**src/verilog/stats_pkg.sv**
```systemverilog
package stats_pkg;

	// Sample format
	localparam int DATA_WIDTH = 8;      // Unsigned samples only

	// Frame length, power of two so division is a shift
	localparam int TOTAL_SAMPLES = 16;
	localparam int LOG2_SAMPLES = 4;
	localparam int COUNT_WIDTH = 5;     // Reaches TOTAL_SAMPLES itself

	// Mean path
	localparam int SUM_WIDTH = 12;      // 16 x 255 = 4080

	// Variance path
	localparam int DIFF_WIDTH = 9;      // Sign bit plus sample width
	localparam int SQUARE_WIDTH = 16;   // 255^2 = 65025
	localparam int VAR_SUM_WIDTH = 20;  // 16 x 65025 still fits
	localparam int VAR_WIDTH = 16;

	// Square root result
	localparam int ROOT_WIDTH = 8;      // Half of VAR_WIDTH

endpackage
```
**src/verilog/frame_stats_top.sv**
```systemverilog
`timescale 1ns/1ps

module frame_stats_top (
	input  logic                                clk,
	input  logic                                rst_n,
	input  logic [stats_pkg::DATA_WIDTH-1:0]    sample_in,
	input  logic                                sample_valid,
	output logic                                busy,
	output logic [stats_pkg::DATA_WIDTH-1:0]    mean_out,
	output logic [stats_pkg::VAR_WIDTH-1:0]     variance_out,
	output logic [stats_pkg::ROOT_WIDTH-1:0]    stddev_out,
	output logic                                result_valid
);

	logic                              replay_start;
	logic [stats_pkg::DATA_WIDTH-1:0]  replay_data;
	logic                              replay_valid;
	logic [stats_pkg::DATA_WIDTH-1:0]  mean_value;
	logic [stats_pkg::VAR_WIDTH-1:0]   variance_value;
	logic                              variance_valid;
	logic [stats_pkg::ROOT_WIDTH-1:0]  root_value;
	logic                              root_valid;

	// Per-frame captures, then the values shown between results
	logic [stats_pkg::DATA_WIDTH-1:0]  mean_hold;
	logic [stats_pkg::VAR_WIDTH-1:0]   var_hold;
	logic [stats_pkg::DATA_WIDTH-1:0]  mean_res;
	logic [stats_pkg::VAR_WIDTH-1:0]   var_res;

	sample_frame_buffer u_buffer (.clk, .rst_n, .sample_in, .sample_valid, .busy,
		.replay_start, .replay_data, .replay_valid, .mean_value);

	variance_unit u_variance (.clk, .rst_n, .replay_data, .replay_valid, .replay_start,
		.mean_value, .variance_value, .variance_valid);

	integer_sqrt u_sqrt (.clk, .rst_n, .variance_value, .variance_valid,
		.root_value, .root_valid);

	always_ff @(posedge clk or negedge rst_n) begin
		if (!rst_n) begin
			mean_hold <= '0;
			var_hold  <= '0;
			mean_res  <= '0;
			var_res   <= '0;
		end else begin
			if (replay_start)
				mean_hold <= mean_value;        // Buffer reuses it next frame
			if (variance_valid)
				var_hold <= variance_value;
			if (root_valid) begin
				mean_res <= mean_hold;          // Shown until the next result
				var_res  <= var_hold;
			end
		end
	end

	// Fresh values during the strobe cycle itself
	assign mean_out     = root_valid ? mean_hold : mean_res;
	assign variance_out = root_valid ? var_hold : var_res;
	assign stddev_out   = root_value;
	assign result_valid = root_valid;

endmodule

```
**src/verilog/integer_sqrt.sv**
```systemverilog
`timescale 1ns/1ps

module integer_sqrt (
	input  logic                                clk,
	input  logic                                rst_n,
	input  logic [stats_pkg::VAR_WIDTH-1:0]     variance_value,  // Radicand
	input  logic                                variance_valid,  // Load, restarts any run
	output logic [stats_pkg::ROOT_WIDTH-1:0]    root_value,      // Held until next result
	output logic                                root_valid
);

	logic [stats_pkg::VAR_WIDTH-1:0]   rad_q;      // Radicand, top pair consumed each step
	logic [stats_pkg::ROOT_WIDTH-1:0]  rem_q;      // Partial remainder
	logic [stats_pkg::ROOT_WIDTH-1:0]  q_q;        // Root bits found so far
	logic [stats_pkg::ROOT_WIDTH-1:0]  bit_sel;    // One-hot, result bit being tried
	logic [stats_pkg::ROOT_WIDTH+1:0]  rem_shift;
	logic [stats_pkg::ROOT_WIDTH+1:0]  trial;
	logic [stats_pkg::ROOT_WIDTH+1:0]  rem_next;
	logic [stats_pkg::ROOT_WIDTH-1:0]  q_next;
	logic                              active;
	logic                              fits;

	assign active = |bit_sel;

	// Bring down the next two radicand bits
	assign rem_shift = {rem_q, rad_q[stats_pkg::VAR_WIDTH-1 -: 2]};
	assign trial = {q_q, 2'b01};        // 4q + 1
	assign fits = (rem_shift >= trial);
	assign rem_next = fits ? (rem_shift - trial) : rem_shift;  // Restore on miss
	assign q_next = {q_q[stats_pkg::ROOT_WIDTH-2:0], fits};

	// Working registers
	always_ff @(posedge clk) begin
		if (variance_valid) begin
			rad_q <= variance_value;
			rem_q <= '0;
			q_q   <= '0;
		end else if (active) begin
			rad_q <= rad_q << 2;
			// Below 2^ROOT_WIDTH until the last step, which is not reused
			rem_q <= rem_next[stats_pkg::ROOT_WIDTH-1:0];
			q_q   <= q_next;
		end
	end

	always_ff @(posedge clk or negedge rst_n) begin
		if (!rst_n) begin
			bit_sel    <= '0;
			root_value <= '0;
			root_valid <= 1'b0;
		end else begin
			root_valid <= 1'b0;
			if (variance_valid) begin
				bit_sel <= {1'b1, {(stats_pkg::ROOT_WIDTH - 1){1'b0}}};  // Start at MSB
			end else if (active) begin
				bit_sel <= bit_sel >> 1;
				if (bit_sel[0]) begin
					// LSB decided, publish
					root_value <= q_next;
					root_valid <= 1'b1;
				end
			end
		end
	end

endmodule

```
**src/verilog/variance_unit.sv**
```systemverilog
`timescale 1ns/1ps

module variance_unit (
	input  logic                                clk,
	input  logic                                rst_n,
	input  logic [stats_pkg::DATA_WIDTH-1:0]    replay_data,
	input  logic                                replay_valid,
	input  logic                                replay_start,   // Clears the accumulator
	input  logic [stats_pkg::DATA_WIDTH-1:0]    mean_value,
	output logic [stats_pkg::VAR_WIDTH-1:0]     variance_value, // Held between frames
	output logic                                variance_valid
);

	logic signed [stats_pkg::DIFF_WIDTH-1:0]     diff_q;
	logic signed [2*stats_pkg::DIFF_WIDTH-1:0]   product;
	logic [stats_pkg::SQUARE_WIDTH-1:0]          square_q;
	logic                                        diff_valid;    // Tags diff_q
	logic                                        square_valid;  // Tags square_q
	logic [stats_pkg::VAR_SUM_WIDTH-1:0]         var_acc;
	logic [stats_pkg::COUNT_WIDTH-1:0]           sq_cnt;        // Squares summed so far

	// Square of a 9-bit signed value, always non-negative
	assign product = diff_q * diff_q;

	// Stage 1 and 2 datapath
	always_ff @(posedge clk) begin
		if (replay_valid)
			diff_q <= $signed({1'b0, replay_data}) - $signed({1'b0, mean_value});
		if (diff_valid)
			square_q <= product[stats_pkg::SQUARE_WIDTH-1:0];  // Upper bits are zero
	end

	always_ff @(posedge clk or negedge rst_n) begin
		if (!rst_n) begin
			diff_valid     <= 1'b0;
			square_valid   <= 1'b0;
			var_acc        <= '0;
			sq_cnt         <= '0;
			variance_value <= '0;
			variance_valid <= 1'b0;
		end else begin
			// Valid travels beside the data
			diff_valid     <= replay_valid;
			square_valid   <= diff_valid;
			variance_valid <= 1'b0;

			// Stage 3, accumulate and close
			if (replay_start) begin
				var_acc <= '0;
				sq_cnt  <= '0;
			end else if (square_valid) begin
				var_acc <= var_acc +
					{{(stats_pkg::VAR_SUM_WIDTH - stats_pkg::SQUARE_WIDTH){1'b0}}, square_q};
				sq_cnt  <= sq_cnt + 1'b1;
			end else if (sq_cnt == stats_pkg::TOTAL_SAMPLES) begin
				// 16th square is in, divide by 16
				variance_value <=
					var_acc[stats_pkg::VAR_SUM_WIDTH-1:stats_pkg::LOG2_SAMPLES];
				variance_valid <= 1'b1;
				sq_cnt         <= '0;
			end
		end
	end

endmodule

```
**src/verilog/sample_frame_buffer.sv**
```systemverilog
`timescale 1ns/1ps

module sample_frame_buffer (
	input  logic                                clk,
	input  logic                                rst_n,
	input  logic [stats_pkg::DATA_WIDTH-1:0]    sample_in,
	input  logic                                sample_valid,  // One strobe per sample
	output logic                                busy,          // High during replay
	output logic                                replay_start,  // Pulse with first replay word
	output logic [stats_pkg::DATA_WIDTH-1:0]    replay_data,
	output logic                                replay_valid,
	output logic [stats_pkg::DATA_WIDTH-1:0]    mean_value     // Held until next frame ends
);

	// Frame storage, one entry per accepted sample
	logic [stats_pkg::DATA_WIDTH-1:0] frame_mem [stats_pkg::TOTAL_SAMPLES];

	logic [stats_pkg::COUNT_WIDTH-1:0] wr_cnt;   // Samples taken so far
	logic [stats_pkg::COUNT_WIDTH-1:0] rd_cnt;   // Next entry to replay
	logic [stats_pkg::SUM_WIDTH-1:0]   sum_acc;
	logic [stats_pkg::SUM_WIDTH-1:0]   sum_next;
	logic                              accept;
	logic                              frame_done;
	logic                              replay_step;

	// Samples that show up while replaying are simply lost
	assign accept = sample_valid && !busy;
	assign frame_done = accept && (wr_cnt == stats_pkg::TOTAL_SAMPLES - 1);  // 16th sample
	assign replay_step = busy && (rd_cnt != stats_pkg::TOTAL_SAMPLES);

	// Running sum including the sample on the bus this cycle
	assign sum_next = sum_acc +
		{{(stats_pkg::SUM_WIDTH - stats_pkg::DATA_WIDTH){1'b0}}, sample_in};

	always_ff @(posedge clk) begin
		if (accept)
			frame_mem[wr_cnt[stats_pkg::LOG2_SAMPLES-1:0]] <= sample_in;
	end

	// Read side of the memory
	// Entry 0 is already stored when the last sample lands, so it goes out first
	always_ff @(posedge clk) begin
		if (frame_done)
			replay_data <= frame_mem[0];
		else if (replay_step)
			replay_data <= frame_mem[rd_cnt[stats_pkg::LOG2_SAMPLES-1:0]];
	end

	always_ff @(posedge clk or negedge rst_n) begin
		if (!rst_n) begin
			wr_cnt       <= '0;
			rd_cnt       <= '0;
			sum_acc      <= '0;
			mean_value   <= '0;
			busy         <= 1'b0;
			replay_start <= 1'b0;
			replay_valid <= 1'b0;
		end else begin
			replay_start <= frame_done;  // Single cycle
			if (frame_done) begin
				wr_cnt       <= '0;
				sum_acc      <= '0;
				// Floor divide by 16
				mean_value   <= sum_next[stats_pkg::SUM_WIDTH-1:stats_pkg::LOG2_SAMPLES];
				busy         <= 1'b1;
				replay_valid <= 1'b1;
				rd_cnt       <= {{(stats_pkg::COUNT_WIDTH - 1){1'b0}}, 1'b1};  // Entry 0 sent
			end else if (accept) begin
				wr_cnt  <= wr_cnt + 1'b1;
				sum_acc <= sum_next;
			end else if (busy) begin
				if (rd_cnt == stats_pkg::TOTAL_SAMPLES) begin
					// All 16 words out, open for the next frame
					busy         <= 1'b0;
					replay_valid <= 1'b0;
					rd_cnt       <= '0;
				end else begin
					rd_cnt <= rd_cnt + 1'b1;
				end
			end
		end
	end

endmodule

```
**config.mk**
```make
export PLATFORM = sky130hd
export DESIGN_NAME = frame_stats_top
export DESIGN_NICKNAME = d
export VERILOG_FILES = /design/src/verilog/stats_pkg.sv /design/src/verilog/frame_stats_top.sv /design/src/verilog/integer_sqrt.sv /design/src/verilog/variance_unit.sv /design/src/verilog/sample_frame_buffer.sv
export SDC_FILE = /design/constraint.sdc
export NUM_CORES = 1
export LEC_CHECK = 0
export ABC_AREA = 1
export BUFFER_PORTS_ARGS = -buffer_cell sky130_fd_sc_hd__clkbuf_2
export CORE_ASPECT_RATIO = 1.4
export CORE_UTILIZATION = 30
export CTS_BUF_LIST = sky130_fd_sc_hd__clkbuf_16
export CTS_CLUSTER_SIZE = 30
export DETAILED_ROUTE_END_ITERATION = 7
export SLEW_MARGIN = 15
export SYNTH_ARGS = -nofsm -noshare
export SYNTH_HDL_FRONTEND = slang
export SYNTH_HIERARCHICAL = 1
export SYNTH_SLANG_ARGS = --single-unit
```
**constraint.sdc**
```tcl
create_clock -name clk -period 6.2 [get_ports clk]
set_input_delay 0.62 -clock clk [delete_from_list [all_inputs] [get_ports clk]]
set_output_delay 0.62 -clock clk [all_outputs]
set_load 0.005 [all_outputs]
```
## Yosys cells after proc, flatten, opt, wreduce, memory -nomap -nowiden

Memory sizes are Yosys's and may differ from the RTL's.
Cells that the tools add are included.

- Add/subtract/negate cells: 7
- Multipliers: 1
- Order comparisons: 1
- Eq/ne operators: 5
- Multiplexer cells: 38
- Bitwise logic cells: 3
- Reduce and logical (&&, ||, !) cells: 16

Operator list:

| kind | count |
|---|---|
| 16-bit two-way mux | 3 |
| 8-bit two-way mux | 6 |
| 5-bit two-way mux | 9 |
| 20-bit two-way mux | 2 |
| 12-bit two-way mux | 2 |
| 20-bit by 16-bit adder with 20-bit output | 1 |
| 9-bit by 9-bit multiplier with 16-bit output | 1 |
| 1-bit two-way mux | 16 |
| 5-bit by 1-bit adder with 5-bit output, second input constant | 3 |
| 12-bit by 8-bit adder with 12-bit output | 1 |
| 2-bit nonzero test | 6 |
| 5-bit equality test, second input constant | 2 |
| 10-bit >= comparator | 1 |
| 3-bit AND reduction | 3 |
| 8-bit by 8-bit subtractor with 9-bit output | 1 |
| 8-bit OR reduction | 1 |
| 8-bit subtractor | 1 |
| 5-bit by 4-bit equality test with 1-bit output, second input constant | 1 |
| 5-bit inequality test, second input constant | 1 |
| 1-bit logical AND | 3 |
| 1-bit inverter | 3 |
| 3-bit nonzero test | 1 |
| 2-bit inequality test, second input constant | 1 |
| 2-bit AND reduction | 1 |
| 1-bit zero test | 1 |

- Flip-flop bits (word level): 207
- Bits in writable memories: 128
- Input bits: 11
- Output and inout bits: 34
- Logic and storage cells: 98
- Memories kept: 1

Memory list:

| memory | depth | bits a word | read ports | clocked after memory_dff | write ports | RTL line | source |
|---|---|---|---|---|---|---|---|
| u_buffer.frame_mem | 16 | 8 | 2 | 0 | 1 | sample_frame_buffer.sv:16 | `logic [stats_pkg::DATA_WIDTH-1:0] frame_mem [stats_pkg::TOTAL_SAMPLES];` |

## Depth between registers and ports, before layout

Gate-level depths: netlist (run 1).

- Word-level depth: 5
- Mapped depth: 22
- Gate-level depth less buffers: 21

## By module

Netlist (run 1), hierarchy kept.

By module, submodules not included:

| module | instances | cells an instance | area each (um2) | sequential area each (um2) |
|---|---|---|---|---|
| sample_frame_buffer | 1 | 726 | 7,462.2 | 4,909.7 |
| variance_unit | 1 | 756 | 6,248.5 | 1,821.7 |
| integer_sqrt | 1 | 289 | 2,366.0 | 1,226.2 |
| frame_stats_top | 1 | 204 | 1,921.8 | 1,201.2 |

## Least setup slack after synthesis (run 1)

OpenSTA, ideal clock, no wires.

- Path type: flip-flop to flip-flop
- From: reg u_variance/diff_q[8] (netlist name)
- To: reg u_variance/square_q[13] (netlist name) (data pin)
- Setup time: 0.268 ns
- Arrival time: 4.375 ns
- Setup slack: 1.557 ns
- Cell stages (with the launch flop): 16
- Cells stage by stage: edfxtp_1 > buf_2 > inv_1 > nor2_1 > fa_1 > inv_1 > fa_1 > inv_1 > fa_1 > fa_1 > fa_1 > ha_1 > a21oi_1 > nand2_1 > a211oi_1 > xor2_1

- Cells in the longest elaborated chain, start to end: 1

RTL lines:

| element | RTL line | source |
|---|---|---|
| from (decl) | variance_unit.sv:14 | `logic signed [stats_pkg::DIFF_WIDTH-1:0] diff_q;` |
| from (signal assigned) | variance_unit.sv:28 | `diff_q <= $signed({1'b0, replay_data}) - $signed({1'b0, mean_value});` |
| 9-bit by 9-bit multiplier with 16-bit output | variance_unit.sv:23 | `assign product = diff_q * diff_q;` |
| named net u_variance.product, one bit | variance_unit.sv:15 | `logic signed [2*stats_pkg::DIFF_WIDTH-1:0] product;` |
| to (signal assigned) | variance_unit.sv:30 | `square_q <= product[stats_pkg::SQUARE_WIDTH-1:0];` |
| to (decl) | variance_unit.sv:16 | `logic [stats_pkg::SQUARE_WIDTH-1:0] square_q;` |

The timed path passes the listed nets, and every way through them passes these cells.
A chain may end at the register's enable or synchronous reset.

## Worst setup path in the final report (run 1)

- From: reg u_variance/diff_q[8] (netlist name)
- To: reg u_variance/square_q[15] (netlist name) (data pin)

The elaborated chain is that of the path after synthesis.

==> results of run 1 <==
## path summary, 6_finish.rpt
path                                 startpoint                            to  depth (start not counted)
setup / recovery           u_variance/diff_q[8]       u_variance/square_q[15]                         18
hold / removal                            rst_n          u_sqrt/root_value[6]                          1
setup reg to reg           u_variance/diff_q[8]       u_variance/square_q[15]                         18
hold reg to reg                      var_res[3]                    var_res[3]                          2
max in group asynchronous                 rst_n  u_variance/variance_value[0]                          2
min in group clk                     var_res[3]                    var_res[3]                          2
## metrics by stage
step	utilization	area (um^2)	hold slack (ps)	worst slack, ps	instances
after global placement	0.319	18800	457	1280	2714
after global routing	0.339	20000	297	903	2782
after CTS	0.339	20000	276	1220	2782
after detailed placement	0.319	18800	461	1230	2714
final	0.339	20000	207	1250	2782
after floorplan	-	18000	324	1560	1975
## Yosys cell counts (all sizes together)
| library cell | count |
|---|---|
| nand2 | 643 |
| inv | 227 |
| nor2 | 206 |
| edfxtp | 176 |
| dfrtp | 142 |
| o21ai | 113 |
| nand3 | 97 |
| ha | 89 |
| a21oi | 55 |
| fa | 51 |
| buf | 40 |
| xor2 | 23 |
| clkbuf | 19 |
| nand4 | 19 |
| dfxtp | 16 |
| xnor2 | 12 |
| nor3 | 7 |
| o22ai | 7 |
| nand3b | 6 |
| a22o | 5 |
| o21bai | 4 |
| or2 | 4 |
| a31oi | 3 |
| a21boi | 2 |
| a21o | 2 |
| and2 | 2 |
| a211oi | 1 |
| and3 | 1 |
| clkinv | 1 |
| o2111ai | 1 |
| o211ai | 1 |
## kinds of logic after synthesis
logic type      count (synthesis)  share of synthesized area
buf+inv                       287                     0.0697
xor+xnor                       35                     0.0170
flops                         334                      0.509
compound gates                194                     0.0583
simple gates                  985                      0.228
fa+ha+maj                     140                      0.119
## sequential cells by signal, indices dropped and copies added, names as in the netlist, 9 cells and up
signal                     count
var_hold                      16
u_buffer/sum_acc              12
u_variance/square_q           15
u_sqrt/rad_q                  16
var_res                       16
u_variance/variance_value     16
u_variance/var_acc            20
u_variance/diff_q              9
u_buffer/frame_mem           128
## layer usage
| metal | wire, um | track usage |
|---|---|---|
| met3 | 1370 | 0.0193 |
| met4 | 1540 | 0.0509 |
| met2 | 21500 | 0.257 |
| met1 | 16500 | 0.151 |
| met5 | 0 | 0 |
## final cells by class
cell class                 count  area (um^2)
multi-input combinational   1354         7590
clock inverter                29          219
inverter                     228          868
tap                          749          937
timing repair buffer          49          264
fill                        5946        39000
clock buffer                  39          976
sequential                   334         9160
==> flow_summary.yaml, run 1 <==
status:
  run_status: "completed"
critical_path:
  critical_path.cell_chain: "nand2_1, inv_1, fa_1, inv_1, fa_1, inv_1, fa_1, inv_1, fa_1, inv_1, ha_1, ha_1, nand2_1, nor2_1, nand3_1, nand3_1, nand3b_1, nand2_1"
  crit_family: "adder cells"
  crit_path_max_fanout: 15
  critPathSlowestCell: "edfxtp_1"
  worst-path-buf-inv: 5
  slowest_delay_ps: 640
  end_kind: "flip-flop"
  worst-r2r-setup-slack_ps: 1250
  critPathRequiredTime_ps: 6480
  critPathMostFrequentCell: "inv_1"
  cp-start-kind: "flip-flop"
  cp.arrival_ps: 5230
  path_class: "reg -> reg"
floorplanning:
  initial_core_util: 0.305
  die_w_um: 209
  die_h_um: 292
  die_area_mm2: 0.0610
  core_area_mm2: 0.0590
  ioPinCount: 45
  rows: 105
min_path:
  holdCritPathClass: "in -> async"
sta:
  final_max_slew_viol_count: 0
  period_share: 0.799
  fin_worst_skew_ps: 13.8
  setup_viol: 0
  slew_headroom: 0.314
  clock.fmax_ghz: 0.202
  setup_tns_ps: 0
  min_period_ps: 4950
  tightestPinTransition_ps: 1030
  hold_viol_final: 0
  grt_setup_unrepaired: "false"
route:
  first_pass_iters: 5
  viasPerCell: 4.66
  drc: 0
  dr.first_iter.drc_count: 675
  vias: 13000
  wl_per_cell_um: 14.7
  totalWireLength_um: 40800
  ant_nets: 0
yosys:
  ys_warn_count: 6
  syn_inst: 1975
  synth_nets: 2126
  yosysTopAreaCell: "edfxtp_1"
  ys_types: 51
  syn_area_mm2: 0.0180
  synth_top_area_frac: 0.294
  syn_area_per_cell_um2: 9.11
  synthTopCellsByArea: "edfxtp_1, dfrtp_1, nand2_1"
  seq_area_frac_synth: 0.509
  ys_ff_latch: 334
final_layout:
  syn_to_final_growth_pct: 11.2
  drive_gt1_frac: 0.0876
  most-common-layout-cells: "nand2_1, inv_1, nor2_1"
  fin_nets: 2156
  diodes: 0
  layout_commonest_cell: "nand2_1"
place:
  dp_hpwl_um: 29200
  gp_congestion: 0.882
  io_buffers: 44
clocking:
  cts_buffers: 38
  cts_root_buf: "clkbuf_16"
  cts_hold_repair.buffers: 0
  cts_resized: 0
  clock-sinks: 334
  cts.clk_slew.worst_paths_ps: 60
  cts_buffer_depth: 3
  cts_tree: "yes"
  cts_setup_buffers: 0
  insertion_delay_ps: 520
  cts_max_level: 2
grt:
  antenna_found_initial: 0
  grt_pass1_wl_um: 67000
  grt_use_total: 0.135
  grt_max_degree: 105
  overflow: 0
  grt_pass1_vias: 13400
run:
  maxCapViolCount: 0
Power of run 1 is left out: the tool's default activity adds up to more than one toggle a clock period on the data nets, which glitch-free logic cannot reach.
==> run 2: changes to the inputs <==
Clock period 6.2 ns to 4 ns, I/O delays scaled along.
==> run 2 against run 1 <==
The run now ends with negative hold slack, negative setup slack left. Core utilization is 1.3 points higher. Non-clock buffer count is 65 higher. Critical path depth is 3 lower.
==> flow_summary.yaml, run 2 (synthesized netlist as in run 1, its figures left out) <==
clocking:
  cts.clk_slew.worst_paths_ps: 60
  insertion_delay_ps: 530
  cts_root_buf: "clkbuf_16"
  clock-sinks: 334
  cts_max_level: 2
  cts_buffers: 37
  cts_hold_repair.buffers: 0
  cts_tree: "yes"
  cts_buffer_depth: 3
grt:
  grt_pass1_wl_um: 67900
  grt_pass1_vias: 13600
  gr-usage-met3: 0.0182
  use_met1: 0.152
  grt_max_degree: 91
  grt.busiest_layer: "met2"
  grt_use_total: 0.137
  met2_usage: 0.265
  overflow: 0
  antenna_found_initial: 0
sta:
  fin_worst_skew_ps: 25.2
  hold_viol_final: 37
  min_period_ps: 4320
  period_share: 1.08
  setup_ws_ps: -319
  final_max_slew_viol_count: 0
  clock.fmax_ghz: 0.232
  setup_viol: 9
  holdWs_ps: -42.5
  tightestPinTransition_ps: 912
  slew_headroom: 0.390
  grt_setup_unrepaired: "true"
final_layout:
  drive_gt1_frac: 0.135
  fill_cells: 5904
  largest_register_ffs: 128
  diodes: 0
  most-common-layout-cells: "nand2_1, inv_1, nor2_1"
  fin_nets: 2220
  layout_commonest_cell: "nand2_1"
  syn_to_final_growth_pct: 15.5
critical_path:
  end_kind: "flip-flop"
  cp.arrival_ps: 4580
  cp-start-kind: "flip-flop"
  critPathMostFrequentCell: "fa_1"
  slowest_delay_ps: 570
  critical_path.cell_chain: "nand2_1, buf_4, fa_1, inv_1, fa_1, fa_1, fa_1, fa_1, ha_4, buf_4, nand2_4, o21ai_2, nand2_1, nand4_1, xor2_1"
  path_class: "reg -> reg"
  ff2ff_path_depth: 15
  critPathRequiredTime_ps: 4260
  critPathSlowestCell: "fa_1"
  crit_path_max_fanout: 5
place:
  dp_hpwl_um: 30000
  io_buffers: 44
  gp_congestion: 0.848
route:
  ant_nets: 0
  first_pass_iters: 8
  vias: 13200
  totalWireLength_um: 41400
  dr.first_iter.drc_count: 823
  wl_per_cell_um: 14.6
  viasPerCell: 4.65
  drc: 0
status:
  violations: "negative hold slack, negative setup slack"
  run_status: "complete, but fails checks"
min_path:
  holdCritPathClass: "in -> async"
floorplanning:
  initial_core_util: 0.305
  rows: 105
  core_area_mm2: 0.0590
  die_w_um: 209
  die_area_mm2: 0.0610
  die_h_um: 292
  ioPinCount: 45
run:
  maxCapViolCount: 0
run 2: cell type report:
type,instances,area (um^2),share of cell area
inverter,228,873,0.0420
timing repair buffer,114,777,0.0374
clock buffer,40,1000,0.0482
multi-input combinational,1354,7830,0.377
clock inverter,25,201,0.00969
sequential,334,9160,0.441
tap,749,937,0.0451
run 2: what timing repair did:
item / CTS / global route
setup buffers: 4 / 0
endpoints found under the setup margin: 9 / 9
pin swaps: 4 / 0
resized for setup: 7 / 3
run 2: metrics by stage:
stage	cell area [um^2]	util	setup slack [ps]	TNS [ps]	instances
finish	20800	0.352	-319	-2240	2844
global route	20800	0.352	-522	-3800	2844
CTS	20800	0.352	-339	-2360	2844
detailed placement	19500	0.331	-380	-2660	2775
global placement	19500	0.331	-360	-2240	2775
floorplan	18200	-	-294	-1360	1975
run 2: final timing paths:
check	slack (ps)	from	to
worst max-delay path	-320	u_variance/diff_q[2]	u_variance/square_q[14]
worst min-delay path	-40	rst_n	u_sqrt/root_value[6]
worst max register to register	-320	u_variance/diff_q[2]	u_variance/square_q[14]
worst min register to register	470	var_res[10]	var_res[10]
max in group asynchronous	3050	rst_n	u_variance/variance_value[10]
min in group clk	390	sample_in[0]	u_buffer/frame_mem[14][0]
run 2: critical path, delay by kind of cell, from the launching register on:
kind | cells | cell delay (ps)
and+or+nand+nor | 4 | 340
DFF | 1 | 420
adders and majority gates | 6 | 2700
xor gates and xnor gates | 1 | 180
AOI/OAI and AO/OA | 1 | 60
buffers and inverters | 3 | 360
run 2: routing by layer:
metal	wire [um]	vias to the layer above
li1	-	6541
met1	16500	6353
met2	22300	247
met3	1350	81
met4	1230	0
met5	0	-
Power of run 2 is left out for the same reason.
